File: src/design/systolic_pkg.sv
`default_nettype none

package systolic_pkg;

    // ------------------------------
    // Datapath widths
    // ------------------------------
    localparam int DATA_W = 4;          // One A or B element
    localparam int ACC_W  = 9;          // One C element, holds 2 * 15 * 15 = 450

    // ------------------------------
    // Burst schedule
    // ------------------------------
    localparam int COMPUTE_STEPS = 5;   // Steps in one compute burst

    typedef logic [2:0] step_t;         // Step index inside a burst

    // Controller states
    typedef enum logic [1:0] {
        IDLE,                           // Nothing loading or computing
        LOAD_ROW0,                      // Head weights, top row
        LOAD_ROW1,                      // Head weights, bottom row
        COMPUTE                         // Streaming A of the head job
    } ctrl_state_t;

    // Steps at which C elements sit at the bottom of the array
    localparam step_t CAP_C11_STEP = 3'd2;  // C11 on column 0
    localparam step_t CAP_MID_STEP = 3'd3;  // C21 on column 0, C12 on column 1
    localparam step_t CAP_C22_STEP = 3'd4;  // C22 on column 1

endpackage

`default_nettype wire

File: src/design/step_counter.sv
`timescale 1ns/1ps
`default_nettype none

module step_counter
    import systolic_pkg::*;
(
    input  logic  clk,
    input  logic  rst_n,
    input  logic  compute_en,
    output step_t step,
    output logic  last
);

    localparam step_t LAST_STEP = step_t'(COMPUTE_STEPS - 1);

    // Final step of the burst, only while computing
    assign last = compute_en && (step == LAST_STEP);

    // Burst timer, wraps to 0 after the final step
    always_ff @(posedge clk or negedge rst_n) begin
        if (!rst_n) begin
            step <= '0;
        end else if (compute_en) begin
            step <= last ? '0 : step_t'(step + 3'd1);
        end
    end

    // Never past the end of the schedule
    a_step_range: assert property (@(posedge clk) disable iff (!rst_n)
        step <= LAST_STEP);

    // Controller only drops compute_en after a full burst
    a_idle_at_zero: assert property (@(posedge clk) disable iff (!rst_n)
        !compute_en |-> step == '0);

endmodule

`default_nettype wire

File: src/design/job_ctrl.sv
`timescale 1ns/1ps
`default_nettype none

module job_ctrl
    import systolic_pkg::*;
(
    input  logic clk,
    input  logic rst_n,
    input  logic in_valid,
    input  logic last,
    output logic full,
    output logic wr_en,
    output logic wr_slot,
    output logic w_slot,
    output logic load_row0,
    output logic load_row1,
    output logic head_slot,
    output logic compute_en
);

    ctrl_state_t state;
    logic [1:0]  slot_valid;     // Slot holds an accepted job
    logic [1:0]  slot_loaded;    // Slot's B sits in its weight buffer
    logic        bg_row0_done;   // Background load has written row 0
    logic        other_slot;
    logic        bg_load;
    logic        next_ready;

    // ------------------------------
    // Slot allocation
    // ------------------------------
    assign other_slot = ~head_slot;
    assign full       = &slot_valid;                 // Both slots taken
    assign wr_en      = in_valid & ~full;
    assign wr_slot    = slot_valid[head_slot] ? other_slot : head_slot;

    assign compute_en = (state == COMPUTE);

    // Waiting job whose B is not in its buffer yet
    assign bg_load = compute_en & slot_valid[other_slot] & ~slot_loaded[other_slot];

    // Weight load strobes, slot s always writes buffer s
    always_comb begin
        load_row0 = 1'b0;
        load_row1 = 1'b0;
        w_slot    = head_slot;
        case (state)
            LOAD_ROW0: load_row0 = 1'b1;
            LOAD_ROW1: load_row1 = 1'b1;
            COMPUTE: begin
                w_slot    = other_slot;              // Background, never the head
                load_row0 = bg_load & ~bg_row0_done;
                load_row1 = bg_load & bg_row0_done;
            end
            default: begin
                w_slot = head_slot;                  // Idle, no weight traffic
            end
        endcase
    end

    // Next job can start straight after this burst
    assign next_ready = slot_loaded[other_slot] | (compute_en & load_row1);

    // ------------------------------
    // State and slot bookkeeping
    // ------------------------------
    always_ff @(posedge clk or negedge rst_n) begin
        if (!rst_n) begin
            state        <= IDLE;
            slot_valid   <= '0;
            slot_loaded  <= '0;
            head_slot    <= 1'b0;
            bg_row0_done <= 1'b0;
        end else begin
            if (wr_en)
                slot_valid[wr_slot] <= 1'b1;         // Latch job into free slot

            case (state)
                IDLE: begin
                    // Start on the accepting edge or with a stranded head
                    if (wr_en || slot_valid[head_slot])
                        state <= LOAD_ROW0;
                end
                LOAD_ROW0: state <= LOAD_ROW1;
                LOAD_ROW1: begin
                    slot_loaded[head_slot] <= 1'b1;
                    state                  <= COMPUTE;
                end
                COMPUTE: begin
                    if (load_row0)
                        bg_row0_done <= 1'b1;
                    if (load_row1) begin
                        bg_row0_done            <= 1'b0;
                        slot_loaded[other_slot] <= 1'b1;
                    end
                    if (last) begin
                        slot_valid[head_slot]  <= 1'b0;   // Free the finished job
                        slot_loaded[head_slot] <= 1'b0;
                        head_slot              <= other_slot;
                        if (!next_ready) begin
                            state        <= IDLE;    // Load the waiting job first
                            bg_row0_done <= 1'b0;
                        end
                    end
                end
                default: state <= IDLE;
            endcase
        end
    end

    // Row 1 always follows row 0 into the same buffer
    a_row_order: assert property (@(posedge clk) disable iff (!rst_n)
        load_row1 |-> $past(load_row0) && ($past(w_slot) == w_slot));

    // Loads never land on a buffer that already holds a job's weights
    a_bg_target: assert property (@(posedge clk) disable iff (!rst_n)
        (load_row0 || load_row1) |-> !slot_loaded[w_slot]);

endmodule

`default_nettype wire

File: src/design/job_store.sv
`timescale 1ns/1ps
`default_nettype none

module job_store
    import systolic_pkg::*;
#(
    parameter int DATA_W = systolic_pkg::DATA_W
) (
    input  logic              clk,
    input  logic              rst_n,
    input  logic [DATA_W-1:0] a11,
    input  logic [DATA_W-1:0] a12,
    input  logic [DATA_W-1:0] a21,
    input  logic [DATA_W-1:0] a22,
    input  logic [DATA_W-1:0] b11,
    input  logic [DATA_W-1:0] b12,
    input  logic [DATA_W-1:0] b21,
    input  logic [DATA_W-1:0] b22,
    input  logic              wr_en,
    input  logic              wr_slot,
    input  logic              w_slot,
    input  logic              load_row1,
    input  logic              head_slot,
    input  logic              compute_en,
    input  step_t             step,
    output logic [DATA_W-1:0] a_row0,
    output logic [DATA_W-1:0] a_row1,
    output logic [DATA_W-1:0] b_col0,
    output logic [DATA_W-1:0] b_col1
);

    // Two slots of A and B, indexed by slot
    logic [1:0][DATA_W-1:0] a11_q, a12_q, a21_q, a22_q;
    logic [1:0][DATA_W-1:0] b11_q, b12_q, b21_q, b22_q;

    always_ff @(posedge clk or negedge rst_n) begin
        if (!rst_n) begin
            a11_q <= '0;
            a12_q <= '0;
            a21_q <= '0;
            a22_q <= '0;
            b11_q <= '0;
            b12_q <= '0;
            b21_q <= '0;
            b22_q <= '0;
        end else if (wr_en) begin
            a11_q[wr_slot] <= a11;
            a12_q[wr_slot] <= a12;
            a21_q[wr_slot] <= a21;
            a22_q[wr_slot] <= a22;
            b11_q[wr_slot] <= b11;
            b12_q[wr_slot] <= b12;
            b21_q[wr_slot] <= b21;
            b22_q[wr_slot] <= b22;
        end
    end

    // ------------------------------
    // A streaming, row 1 skewed by one step
    // ------------------------------
    always_comb begin
        a_row0 = '0;
        a_row1 = '0;
        if (compute_en) begin
            case (step)
                3'd0: a_row0 = a11_q[head_slot];
                3'd1: begin
                    a_row0 = a21_q[head_slot];
                    a_row1 = a12_q[head_slot];
                end
                3'd2: a_row1 = a22_q[head_slot];
                default: a_row0 = '0;        // Drain steps
            endcase
        end
    end

    // B row of the slot being loaded
    assign b_col0 = load_row1 ? b21_q[w_slot] : b11_q[w_slot];
    assign b_col1 = load_row1 ? b22_q[w_slot] : b12_q[w_slot];

endmodule

`default_nettype wire

File: src/design/pe.sv
`timescale 1ns/1ps
`default_nettype none

module pe
    import systolic_pkg::*;
#(
    parameter int DATA_W  = systolic_pkg::DATA_W,
    parameter int ACC_W   = systolic_pkg::ACC_W,
    parameter bit TOP_ROW = 1'b0
) (
    input  logic              clk,
    input  logic              rst_n,
    input  logic [DATA_W-1:0] a_in,
    input  logic [ACC_W-1:0]  psum_in,
    input  logic [DATA_W-1:0] w_in,
    input  logic              load_w,
    input  logic              w_slot,
    input  logic              head_slot,
    input  logic              compute_en,
    output logic [DATA_W-1:0] a_out,
    output logic [ACC_W-1:0]  psum_out
);

    logic [DATA_W-1:0]   w_q [2];     // One weight buffer per job slot
    logic [2*DATA_W-1:0] prod;
    logic [ACC_W-1:0]    psum_base;

    // Weight buffers, written by slot
    always_ff @(posedge clk) begin
        if (load_w)
            w_q[w_slot] <= w_in;
    end

    assign prod      = a_in * w_q[head_slot];        // Active buffer of the head job
    assign psum_base = TOP_ROW ? '0 : psum_in;       // Top row starts the column sum

    // ------------------------------
    // MAC, A goes right, sum goes down
    // ------------------------------
    always_ff @(posedge clk or negedge rst_n) begin
        if (!rst_n) begin
            a_out    <= '0;
            psum_out <= '0;
        end else if (compute_en) begin
            a_out    <= a_in;
            psum_out <= psum_base + ACC_W'(prod);
        end
    end

endmodule

`default_nettype wire

File: src/design/result_capture.sv
`timescale 1ns/1ps
`default_nettype none

module result_capture
    import systolic_pkg::*;
#(
    parameter int ACC_W = systolic_pkg::ACC_W
) (
    input  logic             clk,
    input  logic             rst_n,
    input  logic             compute_en,
    input  step_t            step,
    input  logic             last,
    input  logic [ACC_W-1:0] col0_psum,
    input  logic [ACC_W-1:0] col1_psum,
    output logic [ACC_W-1:0] c11,
    output logic [ACC_W-1:0] c12,
    output logic [ACC_W-1:0] c21,
    output logic [ACC_W-1:0] c22,
    output logic             out_valid
);

    // ------------------------------
    // Pick C off the bottom PE row
    // ------------------------------
    always_ff @(posedge clk or negedge rst_n) begin
        if (!rst_n) begin
            c11       <= '0;
            c12       <= '0;
            c21       <= '0;
            c22       <= '0;
            out_valid <= 1'b0;
        end else begin
            out_valid <= last;                           // Pulse after the final step
            if (compute_en) begin
                if (step == CAP_C11_STEP)
                    c11 <= col0_psum;
                if (step == CAP_MID_STEP) begin
                    c21 <= col0_psum;                    // Second row of column 0
                    c12 <= col1_psum;                    // First row of column 1
                end
                if (step == CAP_C22_STEP)
                    c22 <= col1_psum;
            end
        end
    end

    // Bursts are at least five cycles apart
    a_single_pulse: assert property (@(posedge clk) disable iff (!rst_n)
        out_valid |=> !out_valid);

endmodule

`default_nettype wire

File: src/design/systolic_top.sv
`timescale 1ns/1ps
`default_nettype none

module systolic_top
    import systolic_pkg::*;
#(
    parameter int DATA_W = systolic_pkg::DATA_W,
    parameter int ACC_W  = systolic_pkg::ACC_W
) (
    input  logic              clk,
    input  logic              rst_n,
    input  logic [DATA_W-1:0] a11,
    input  logic [DATA_W-1:0] a12,
    input  logic [DATA_W-1:0] a21,
    input  logic [DATA_W-1:0] a22,
    input  logic [DATA_W-1:0] b11,
    input  logic [DATA_W-1:0] b12,
    input  logic [DATA_W-1:0] b21,
    input  logic [DATA_W-1:0] b22,
    input  logic              in_valid,
    output logic [ACC_W-1:0]  c11,
    output logic [ACC_W-1:0]  c12,
    output logic [ACC_W-1:0]  c21,
    output logic [ACC_W-1:0]  c22,
    output logic              out_valid,
    output logic              full
);

    // Control
    logic  wr_en, wr_slot, w_slot, head_slot;
    logic  load_row0, load_row1, compute_en, last;
    step_t step;

    // Array datapath
    logic [DATA_W-1:0] a_row0, a_row1, b_col0, b_col1;
    logic [DATA_W-1:0] a_r0c1, a_r1c1;               // A forwarded to column 1
    logic [ACC_W-1:0]  psum_r0c0, psum_r0c1;         // Top row sums going down
    logic [ACC_W-1:0]  col0_psum, col1_psum;         // Bottom of each column

    job_ctrl u_ctrl (
        .clk, .rst_n, .in_valid, .last, .full, .wr_en, .wr_slot, .w_slot,
        .load_row0, .load_row1, .head_slot, .compute_en
    );

    step_counter u_steps (.clk, .rst_n, .compute_en, .step, .last);

    job_store #(.DATA_W(DATA_W)) u_store (
        .clk, .rst_n, .a11, .a12, .a21, .a22, .b11, .b12, .b21, .b22,
        .wr_en, .wr_slot, .w_slot, .load_row1, .head_slot, .compute_en, .step,
        .a_row0, .a_row1, .b_col0, .b_col1
    );

    // ------------------------------
    // 2x2 PE array
    // ------------------------------
    pe #(.DATA_W(DATA_W), .ACC_W(ACC_W), .TOP_ROW(1'b1)) pe_r0c0 (
        .clk, .rst_n, .a_in(a_row0), .psum_in('0), .w_in(b_col0),
        .load_w(load_row0), .w_slot, .head_slot, .compute_en,
        .a_out(a_r0c1), .psum_out(psum_r0c0)
    );

    pe #(.DATA_W(DATA_W), .ACC_W(ACC_W), .TOP_ROW(1'b1)) pe_r0c1 (
        .clk, .rst_n, .a_in(a_r0c1), .psum_in('0), .w_in(b_col1),
        .load_w(load_row0), .w_slot, .head_slot, .compute_en,
        .a_out(), .psum_out(psum_r0c1)               // Right edge, A leaves here
    );

    pe #(.DATA_W(DATA_W), .ACC_W(ACC_W), .TOP_ROW(1'b0)) pe_r1c0 (
        .clk, .rst_n, .a_in(a_row1), .psum_in(psum_r0c0), .w_in(b_col0),
        .load_w(load_row1), .w_slot, .head_slot, .compute_en,
        .a_out(a_r1c1), .psum_out(col0_psum)
    );

    pe #(.DATA_W(DATA_W), .ACC_W(ACC_W), .TOP_ROW(1'b0)) pe_r1c1 (
        .clk, .rst_n, .a_in(a_r1c1), .psum_in(psum_r0c1), .w_in(b_col1),
        .load_w(load_row1), .w_slot, .head_slot, .compute_en,
        .a_out(), .psum_out(col1_psum)
    );

    result_capture #(.ACC_W(ACC_W)) u_capture (
        .clk, .rst_n, .compute_en, .step, .last, .col0_psum, .col1_psum,
        .c11, .c12, .c21, .c22, .out_valid
    );

endmodule

`default_nettype wire

File: config.mk
export PLATFORM = sky130hd
export DESIGN_NAME = systolic_top
export DESIGN_NICKNAME = d
export VERILOG_FILES = /design/src/design/systolic_pkg.sv /design/src/design/step_counter.sv /design/src/design/job_ctrl.sv /design/src/design/job_store.sv /design/src/design/pe.sv /design/src/design/result_capture.sv /design/src/design/systolic_top.sv
export SDC_FILE = /design/constraint.sdc
export NUM_CORES = 1
export LEC_CHECK = 0
export BUFFER_PORTS_ARGS = -buffer_cell sky130_fd_sc_hd__buf_4
export CAP_MARGIN = 20
export CORE_MARGIN = 4
export CORE_UTILIZATION = 55
export DETAILED_ROUTE_END_ITERATION = 6
export GPL_TIMING_DRIVEN = 0
export PLACE_DENSITY_LB_ADDON = 0.12
export SLEW_MARGIN = 20
export SYNTH_ARGS = -nofsm -noshare
export SYNTH_HDL_FRONTEND = slang
export SYNTH_SLANG_ARGS = --single-unit
File: constraint.sdc
create_clock -name clk -period 4.07 [get_ports clk]
set_input_delay 0.407 -clock clk [delete_from_list [all_inputs] [get_ports clk]]
set_output_delay 0.407 -clock clk [all_outputs]
set_load 0.02 [all_outputs]
==> results of run 1 <==
final timing paths:
check                                       from  slack (ns)             endpoint  cells after the start
worst max-delay path            u_ctrl.head_slot       -0.13  pe_r1c0.psum_out[8]                     17
worst min-delay path                      a21[1]        0.20     u_store.a21_q[1]                      2
worst max register to register  u_ctrl.head_slot       -0.13  pe_r1c0.psum_out[8]                     17
worst min register to register  u_capture.c12[4]        0.51     u_capture.c12[4]                      1
max in group asynchronous                  rst_n        2.76     u_store.b22_q[6]                      3
min in group asynchronous                  rst_n        0.50     u_capture.c11[4]                      2
cells by family (layout without fill, tap and decap cells):
kind of cell             after synthesis  in the layout  share of synthesized area [%]
buffers and inverters                112            240                          4.801
AO/OA/AOI/OAI                        112            112                          7.389
AND/OR/NAND/NOR                      137            137                          6.314
adder cells (fa/ha/maj)               93             93                          13.58
flip-flops                           186            186                          48.11
XOR/XNOR                              12             12                          1.050
multiplexers                         162            162                          18.75
sequential cells by signal (all words and copies together), names as in the netlist, 9 cells and up:
| name | flops |
|---|---|
| u_capture.c12 | 9 |
| u_capture.c22 | 9 |
| pe_r1c1.psum_out | 9 |
| u_capture.c21 | 9 |
| u_capture.c11 | 9 |
| pe_r1c0.psum_out | 9 |
repair_timing:
action / in CTS / in global routing
gates cloned: 0 / 1
hold buffers: 1 / 0
resized for setup: 39 / 27
buffers inserted: 14 / 9
endpoints found under the setup margin: 11 / 9
pin swaps: 10 / 12
endpoints found under the hold margin: 63 / 0
worst register-to-register path, stage by stage (launching register included):
cell and delay (ns):
dfrtp_1 0.40, buf_12 0.15, clkbuf_16 0.16, mux2i_4 0.19, o22ai_2 0.11, nand2_2 0.10
or2_4 0.27, fa_1 0.55, inv_1 0.05, ha_1 0.27, inv_1 0.06, fa_1 0.49
inv_1 0.06, ha_4 0.30, o21ai_4 0.07, o211ai_1 0.25, mux2_2 0.36, a221o_1 0.25
layout make-up:
cell class                 instances  area, sq um  share of cell area (%)
tap                              229        286.5                   2.383
timing repair buffer              98        795.8                   6.618
sequential                       186         4815                   40.04
buffer                            25        193.9                   1.613
clock inverter                    13        180.2                   1.498
multi-input combinational        516         4975                   41.37
clock buffer                      19        454.2                   3.777
inverter                          85        324.1                   2.695
cells in the mapped netlist (8+ instances only):
cell	n	area (sq um)
or2_2	14	87.58
nor2_1	53	198.9
buf_2	14	70.07
mux4_2	8	180.2
a21oi_1	19	95.09
ha_1	67	838.3
inv_1	84	315.3
o21ai_0	33	165.2
nand3_1	11	55.05
mux2i_1	33	330.3
mux2_2	118	1329
dfrtp_1	154	3854
edfxtp_1	32	960.9
fa_1	26	520.5
nand2_1	39	146.4
power groups by stage:
stage	combinational, mW	sequential, mW	clock, mW
global placement	3.29	3.01	0
finish	3.90	3.05	1.78
detailed placement	3.40	3.06	0
global route	4.27	3.13	1.88
floorplan	2.30	3.08	0
CTS	3.67	3.04	1.81
metal layers:
metal / track usage (%) / vias up / part of all wire [%]
met3: 3.751 / 42 / 4.8
met1: 29.00 / 3359 / 43
met2: 39.12 / 174 / 50
met4: 6.603 / 0 / 2.3
met5: 0 / - / 0
li1: - / 3088 / -
==> results.sh, run 1 <==
export IMPL_path_buf_inv=5
export IMPL_cp_data_required_time_ns=4.39
export IMPL_p_int_mw=5.502
export IMPL_violations="negative setup slack"
export IMPL_cts_root_buffer="clkbuf_16"
export IMPL_cts_buffer_depth=2
export IMPL_area_growth_pct=20.15
export IMPL_htreeDepth=4
export IMPL_wl_mm=21.83
export IMPL_drcViolationCount=0
export IMPL_timing_hold_ws_ns=0.2042
export IMPL_place_congestion=0.8817
export IMPL_core_sq_mm=0.01790
export IMPL_vias=6663
export IMPL_place_ws_ns=-0.5771
export IMPL_setup_tns_ns=-0.1876
export IMPL_grt_pass1_wl_mm=36.15
export IMPL_grt_usage_pct=22.44
export IMPL_arrival_ns=4.52
export IMPL_fin_cells=1171
export IMPL_ir_drop_v=0.0003822
export IMPL_synthArstFlopShare_pct=82.80
export IMPL_mostFrequentLayoutCells="154 x dfrtp_1, 115 x mux2_2, 94 x buf_4, 81 x inv_1, 60 x ha_1"
export IMPL_initial_utilization_pct=55.90
export IMPL_antenna_found_initial=0
export IMPL_antenna_left=0
export IMPL_std_cell_rows=49
export IMPL_place_area_sq_mm=0.01093
export IMPL_boundaryPins=73
export IMPL_yosysSeqAreaShare_pct=48.11
export IMPL_report_power_total_mw=8.736
export IMPL_synth_edff_count=32
export IMPL_synth_net_count=942
export IMPL_yosysWarnings=0
export IMPL_worst_path_most_repeated_cell="inv_1"
export IMPL_cp_max_fo=7
export IMPL_max_slew_margin_rel_pct=44.61
export IMPL_cts_tree="built"
export IMPL_power_switching_mw=3.234
export IMPL_leakage_nw=5.771
export IMPL_dp_cells=1116
export IMPL_setup_viol=2
export IMPL_viasPerCell=5.690
export IMPL_nets=1057
export IMPL_cp_slowest_cell="fa_1"
export IMPL_cts_sink_count=186
export IMPL_drive_gt1_share_pct=35.35
export IMPL_synth_top_flop_cell="dfrtp_1"
export IMPL_critical_path_class="flop to flop"
export IMPL_diodes=0
export IMPL_drv_cap=0
export IMPL_tightestPinTransition_ns=0.8291
export IMPL_final_common_cell="dfrtp_1"
export IMPL_post_drt_wl_per_cell_um=18.64
export IMPL_worst_slack_ns=-0.1333
export IMPL_slew_viol_final=0
export IMPL_grt_start_max_net_pins=92
export IMPL_netlist_instances=814
export IMPL_fin_area_sq_mm=0.01202
export IMPL_syn_mean_instance_area_sq_um=12.29
export IMPL_finalHoldViolCount=0
export IMPL_synth_seq_cells=186
export IMPL_rsz0062_at_grt="true"
export IMPL_first_pass_iters=5
export IMPL_place_hpwl_mm=15.93
export IMPL_clk_pin_slew_ns=0.07
export IMPL_combPwrFrac_pct=44.7
export IMPL_grt_pass1_vias=7114
export IMPL_pwr_share_seq_pct=35.0
export IMPL_io_buffers=72
export IMPL_power_density_mw_per_mm2=726.5
export IMPL_hp_class="primary input to flop"
export IMPL_syn_area_sq_mm=0.01001
export IMPL_period_needed_ns=4.203
export IMPL_clk_latency_ns=0.44
export IMPL_crit_family="adder cells"
export IMPL_cts_buffers=17
export IMPL_ys_types=56
export IMPL_fin_skew_ns=0.01152
export IMPL_end_kind="flop"
export IMPL_clockPowerShare_pct=20.3
export IMPL_nFillCells=1308
export IMPL_dieArea_sq_mm=0.02042
export IMPL_fin_crit_sh_pct=103.3
export IMPL_sw_frac_of_total_pct=37.02
export IMPL_drt_iter0_markers=329
export IMPL_globalRoute_totalOverflow=0
export IMPL_fin_util_pct=67.17
export IMPL_max_freq_mhz=237.9
export IMPL_crit_chain="buf_12, clkbuf_16, mux2i_4, o22ai_2, nand2_2, or2_4, fa_1, inv_1, ha_1, inv_1, fa_1, inv_1, ha_4, o21ai_4, o211ai_1, mux2_2, a221o_1"
export IMPL_status="complete, but fails checks"
export IMPL_fp_dieW_um=142.9
export IMPL_slowest_delay_ns=0.55
export IMPL_die_h_um=142.9
export IMPL_crit_path_start_kind="flop"
No activity file was read; power rests on OpenSTA's default activity.
==> run 2: changes to the inputs <==
--- a/config.mk
+++ b/config.mk
@@ -8,7 +8,7 @@
 export BUFFER_PORTS_ARGS = -buffer_cell sky130_fd_sc_hd__buf_4
 export CAP_MARGIN = 20
 export CORE_MARGIN = 4
-export CORE_UTILIZATION = 55
+export CORE_UTILIZATION = 64
 export DETAILED_ROUTE_END_ITERATION = 6
 export GPL_TIMING_DRIVEN = 0
 export PLACE_DENSITY_LB_ADDON = 0.12
==> constraint.sdc (replaced) <==
create_clock -name clk -period 5.1 [get_ports clk]
set_input_delay 0.51 -clock clk [delete_from_list [all_inputs] [get_ports clk]]
set_output_delay 0.51 -clock clk [all_outputs]
set_load 0.02 [all_outputs]
==> run 2 against run 1 <==
Compared with the run above: the run now ends clean; via count is 2.2% lower; clock power is 21% lower; cell count is 3.5% lower; sequential power is 21% lower; non-clock buffer count is 23 lower; core utilization is 8.0 points higher; combinational power is 32% lower; clock-buffer cell count is 2 higher; register-to-register slack better by 0.33 ns; clock skew is 0.0061 ns lower; critical path type unchanged; largest power group unchanged; highest routed layer unchanged.
==> results.sh, run 2 (synthesis gave the netlist of run 1 again) <==
export IMPL_slew_viol_final=0
export IMPL_crit_path_start_kind="flop"
export IMPL_viasPerCell=5.765
export IMPL_power_density_mw_per_mm2=564.7
export IMPL_dieArea_sq_mm=0.01770
export IMPL_fp_dieW_um=133.0
export IMPL_power_switching_mw=2.348
export IMPL_initial_utilization_pct=65.58
export IMPL_place_hpwl_mm=15.17
export IMPL_drv_cap=0
export IMPL_finalHoldViolCount=0
export IMPL_drt_iter0_markers=391
export IMPL_first_pass_iters=5
export IMPL_setup_tns_ns=0
export IMPL_drive_gt1_share_pct=29.27
export IMPL_fin_skew_ns=0.005405
export IMPL_antenna_left=0
export IMPL_fin_cells=1130
export IMPL_arrival_ns=5.22
export IMPL_place_area_sq_mm=0.01085
export IMPL_setup_viol=0
export IMPL_ir_drop_v=0.0003321
export IMPL_hp_class="primary input to async pin"
export IMPL_area_growth_pct=14.68
export IMPL_timing_hold_ws_ns=0.04201
export IMPL_path_buf_inv=3
export IMPL_clk_pin_slew_ns=0.06
export IMPL_combPwrFrac_pct=41.0
export IMPL_wl_mm=20.41
export IMPL_sw_frac_of_total_pct=36.23
export IMPL_fin_area_sq_mm=0.01148
export IMPL_critical_path_class="flop to flop"
export IMPL_rsz0062_at_grt="false"
export IMPL_worst_slack_ns=0.1934
export IMPL_cts_tree="built"
export IMPL_htreeDepth=4
export IMPL_status="completed"
export IMPL_grt_pass1_vias=6829
export IMPL_io_buffers=72
export IMPL_grt_pass1_wl_mm=34.20
export IMPL_fin_crit_sh_pct=96.21
export IMPL_worst_path_most_repeated_cell="fa_1"
export IMPL_vias=6514
export IMPL_grt_start_max_net_pins=80
export IMPL_clk_latency_ns=0.43
export IMPL_cts_buffer_depth=2
export IMPL_cts_buffers=17
export IMPL_slowest_delay_ns=0.55
export IMPL_end_kind="flop"
export IMPL_dp_cells=1098
export IMPL_post_drt_wl_per_cell_um=18.06
export IMPL_place_ws_ns=0.2336
export IMPL_final_common_cell="dfrtp_1"
export IMPL_tightestPinTransition_ns=0.8413
export IMPL_cp_slowest_cell="fa_1"
export IMPL_clockPowerShare_pct=21.7
export IMPL_mostFrequentLayoutCells="154 x dfrtp_1, 118 x mux2_2, 84 x inv_1, 72 x buf_4, 67 x ha_1"
export IMPL_cts_root_buffer="clkbuf_16"
export IMPL_period_needed_ns=4.907
export IMPL_max_freq_mhz=203.8
export IMPL_pwr_share_seq_pct=37.4
export IMPL_grt_usage_pct=24.35
export IMPL_cts_sink_count=186
export IMPL_core_sq_mm=0.01526
export IMPL_boundaryPins=73
export IMPL_place_congestion=0.8840
export IMPL_globalRoute_totalOverflow=0
export IMPL_crit_chain="ha_1, buf_6, clkinv_1, nor2_1, nand2_1, or2_2, fa_1, fa_1, fa_1, inv_1, ha_1, o21ai_0, o211ai_1, mux2_2, a221o_1"
export IMPL_cp_max_fo=9
export IMPL_nets=1034
export IMPL_cts_hold_buf=0
export IMPL_max_slew_margin_rel_pct=43.91
export IMPL_p_int_mw=4.133
export IMPL_diodes=0
export IMPL_leakage_nw=5.605
export IMPL_std_cell_rows=45
export IMPL_antenna_found_initial=0
export IMPL_drcViolationCount=0
export IMPL_cp_data_required_time_ns=5.41
export IMPL_crit_family="adder cells"
export IMPL_die_h_um=133.0
run 2: cell types whose count changed in the layout (fill, tap and decap cells not counted), sizes merged:
cell	before	now
buf	116	94
clkinv	3	5
dlygate4sd3	1	0
clkbuf	25	27
bufinv	3	4
clkinvlp	2	0
inv	90	87
run 2: final timing paths:
kind | from | end | slack [ns] | cells past startpoint
setup / recovery | u_ctrl.state[1] | pe_r1c0.psum_out[8] | 0.19 | 15
setup reg to reg | u_ctrl.state[1] | pe_r1c0.psum_out[8] | 0.19 | 15
min in group clk | a21[1] | u_store.a21_q[1] | 0.32 | 2
hold / removal | rst_n | u_capture.c21[6] | 0.04 | 1
max in group asynchronous | rst_n | pe_r0c0.a_out[2] | 4.28 | 2
hold reg to reg | u_store.a21_q[1] | u_store.a21_q[1] | 0.49 | 1
run 2: power groups by stage:
stage | sequential (mW) | clock [mW] | combinational, mW
CTS | 2.42 | 1.43 | 2.66
global route | 2.48 | 1.50 | 2.92
finish | 2.42 | 1.40 | 2.66
detailed placement | 2.44 | 0 | 2.62
floorplan | 2.46 | 0 | 1.79
global placement | 2.40 | 0 | 2.54
run 2: metal layers:
| metal | wire, um | global-route usage (%) |
|---|---|---|
| met1 | 8911 | 31.99 |
| met5 | 0 | 0 |
| met3 | 886 | 4.677 |
| met4 | 348 | 7.275 |
| met2 | 10260 | 41.39 |
run 2: what timing repair did:
item | in CTS | in global routing
setup endpoints to repair | 0 | 1
buffers inserted | 0 | 0
resized for setup | 0 | 1
hold endpoints to repair | 0 | 0
run 2: layout make-up:
cell class              instances  area (sq um)
clock buffers                  21         460.4
inverters                      85         319.1
multi-input cells             516          4712
flip-flops and latches        186          4815
well taps                     211         264.0
clock inverters                11         166.4
fillers                      1001          3782
plain buffers                  27         163.9
repair buffers                 73         575.6
run 2: stage by stage:
stage	power, mW	utilization (%)
2_1_floorplan	4.251	-
3_3_place_gp	4.936	70.86
4_1_cts	6.501	75.19
3_5_place_dp	5.066	71.09
6_report	6.480	75.21
5_1_grt	6.896	75.21
==> run 3: changes to the inputs <==
--- a/config.mk
+++ b/config.mk
@@ -7,8 +7,9 @@
 export LEC_CHECK = 0
 export BUFFER_PORTS_ARGS = -buffer_cell sky130_fd_sc_hd__buf_4
 export CAP_MARGIN = 20
-export CORE_MARGIN = 4
-export CORE_UTILIZATION = 64
+export CELL_PAD_IN_SITES_DETAIL_PLACEMENT = 1
+export CELL_PAD_IN_SITES_GLOBAL_PLACEMENT = 2
+export CORE_UTILIZATION = 42
 export DETAILED_ROUTE_END_ITERATION = 6
 export GPL_TIMING_DRIVEN = 0
 export PLACE_DENSITY_LB_ADDON = 0.12
==> constraint.sdc (replaced) <==
create_clock -name clk -period 4.75 [get_ports clk]
set_input_delay 0.475 -clock clk [delete_from_list [all_inputs] [get_ports clk]]
set_output_delay 0.475 -clock clk [all_outputs]
set_load 0.02 [all_outputs]
==> run 3 against run 2 <==
Compared with the run above: sequential power grew 7%; combinational power increased by 12%; non-clock buffer count up 2; highest routed layer unchanged; register-to-register slack lost 0.02 ns; critical endpoint unchanged.
==> results.sh, run 3 (synthesis gave the netlist of run 1 again) <==
export IMPL_setup_tns_ns=0
export IMPL_area_growth_pct=17.08
export IMPL_globalRoute_totalOverflow=0
export IMPL_crit_family="adder cells"
export IMPL_hold_path_cell_count=2
export IMPL_clk_pin_slew_ns=0.09
export IMPL_critical_path_class="flop to flop"
export IMPL_rsz0062_at_grt="false"
export IMPL_io_buffers=72
export IMPL_cts_tree="built"
export IMPL_post_drt_wl_per_cell_um=18.67
export IMPL_viasPerCell=5.234
export IMPL_r2r_start="u_ctrl.head_slot"
export IMPL_drt_iter0_markers=188
export IMPL_register_area_sq_mm=0.004815
export IMPL_grt_start_max_net_pins=93
export IMPL_arrival_ns=4.90
export IMPL_diodes=0
export IMPL_die_h_um=156.4
export IMPL_drcViolationCount=0
export IMPL_grt_usage_pct=20.22
export IMPL_place_hpwl_mm=17.66
export IMPL_fin_skew_ns=0.01882
export IMPL_crit_path_start_kind="flop"
export IMPL_fin_crit_sh_pct=96.40
export IMPL_multi_input_area_sq_mm=0.004785
export IMPL_reg2reg_slack_ns=0.17
export IMPL_cts_root_buffer="clkbuf_16"
export IMPL_report_power_total_mw=7.066
export IMPL_tightestPinTransition_ns=0.8686
export IMPL_status="completed"
export IMPL_hp_class="primary input to flop"
export IMPL_place_congestion=0.8495
export IMPL_cp_data_required_time_ns=5.07
export IMPL_antenna_found_initial=0
export IMPL_r2r_cells=16
export IMPL_slew_viol_final=0
export IMPL_cts_buffers=17
export IMPL_first_pass_iters=4
export IMPL_max_freq_mhz=218.4
export IMPL_hold_path_end="u_store.b11_q[2]"
export IMPL_crit_chain="buf_6, buf_6, buf_6, buf_6, a21oi_4, nand2_2, or2_2, fa_1, fa_1, fa_1, inv_1, ha_4, o21ai_1, o211ai_1, mux2_4, a221o_1"
export IMPL_nets=1036
export IMPL_drv_cap=0
export IMPL_crit_start="u_ctrl.head_slot"
export IMPL_final_common_cell="dfrtp_1"
export IMPL_period_needed_ns=4.579
export IMPL_finalHoldViolCount=0
export IMPL_drive_gt1_share_pct=31.38
export IMPL_cts_sink_count=186
export IMPL_hold_path_startpoint="b11[2]"
export IMPL_antenna_left=0
export IMPL_ir_drop_v=0.0002662
export IMPL_cp_slowest_cell="fa_1"
export IMPL_max_slew_margin_rel_pct=42.09
export IMPL_leakage_nw=5.609
export IMPL_initial_utilization_pct=42.76
export IMPL_cts_buffer_depth=2
export IMPL_nFillCells=2469
export IMPL_fp_dieW_um=156.4
export IMPL_dp_cells=1206
export IMPL_grt_pass1_vias=7059
export IMPL_grt_pass1_wl_mm=37.94
export IMPL_slowest_delay_ns=0.56
export IMPL_reg2reg_to="pe_r1c0.psum_out[8]"
export IMPL_dieArea_sq_mm=0.02445
export IMPL_std_cell_rows=56
export IMPL_vias=6490
export IMPL_htreeDepth=4
export IMPL_wl_mm=23.15
export IMPL_power_density_mw_per_mm2=603.1
export IMPL_core_sq_mm=0.02340
export IMPL_end_kind="flop"
export IMPL_cp_max_fo=10
export IMPL_mostFrequentLayoutCells="154 x dfrtp_1, 117 x mux2_2, 83 x inv_1, 75 x buf_4, 64 x ha_1"
export IMPL_clk_latency_ns=0.44
export IMPL_fin_cells=1240
export IMPL_setup_viol=0
export IMPL_path_buf_inv=5
export IMPL_boundaryPins=73
export IMPL_worst_path_most_repeated_cell="buf_6"
==> run 3: cell types whose count changed in the layout (fill, tap and decap cells not counted), moves of 4 or more <==
cell       previous run  this run
nand2_2               0         4
clkinv_8              0         6
bufinv_16             4         0
nand2_1              39        35
==> run 3: layout make-up <==
cell class / instances / share of cell area, %
repair buffers: 76 / 5.126
inverters: 85 / 2.734
multi-input cells: 516 / 40.84
flip-flops and latches: 186 / 41.09
well taps: 319 / 3.407
clock inverters: 15 / 1.762
plain buffers: 26 / 1.410
clock buffers: 17 / 3.631
==> run 3: routing by layer <==
metal,track usage [%],share of wire (%)
met3,3.323,1.9
met5,0,0
met1,25.79,46
met2,36.03,51
met4,4.155,0.96
==> run 3: repair_timing <==
action | 4_1_cts | 5_1_grt
hold endpoints to repair | 62 | 0
gates resized for setup | 9 | 14
pin swaps | 1 | 2
endpoints found under the setup margin | 3 | 4
hold buffers | 1 | 0
setup buffers | 0 | 2
==> run 3: through the flow <==
step                      setup slack (ns)  instance area (sq um)  utilization, %  hold WS (ns)
after floorplan                     0.3637                  10010               -        0.1794
after global placement             -0.1689                  10950           46.78        0.4709
after detailed placement           -0.2667                  10980           46.93        0.4520
after CTS                         0.001464                  11640           49.75        0.2500
after global routing               0.02547                  11720           50.06        0.2446
final                               0.1709                  11720           50.06        0.2623
==> run 3: worst max-delay path by stage <==
stage	to	slack, ns	cells after the start
2_1_floorplan	pe_r1c0.psum_out[8]	0.36	16
3_5_place_dp	pe_r1c0.psum_out[8]	-0.27	15
5_1_grt	pe_r1c1.psum_out[8]	0.03	15
3_3_place_gp	pe_r1c0.psum_out[8]	-0.17	15
6_report	pe_r1c0.psum_out[8]	0.17	16
4_1_cts	pe_r1c0.psum_out[8]	0.001	16
==> run 3: report_power, final <==
group	total [mW]	leakage, nW	internal, mW	switching, mW
clock	1.49	0.304	0.733	0.758
combinational	2.98	3.00	1.27	1.71
sequential	2.59	2.31	2.29	0.303
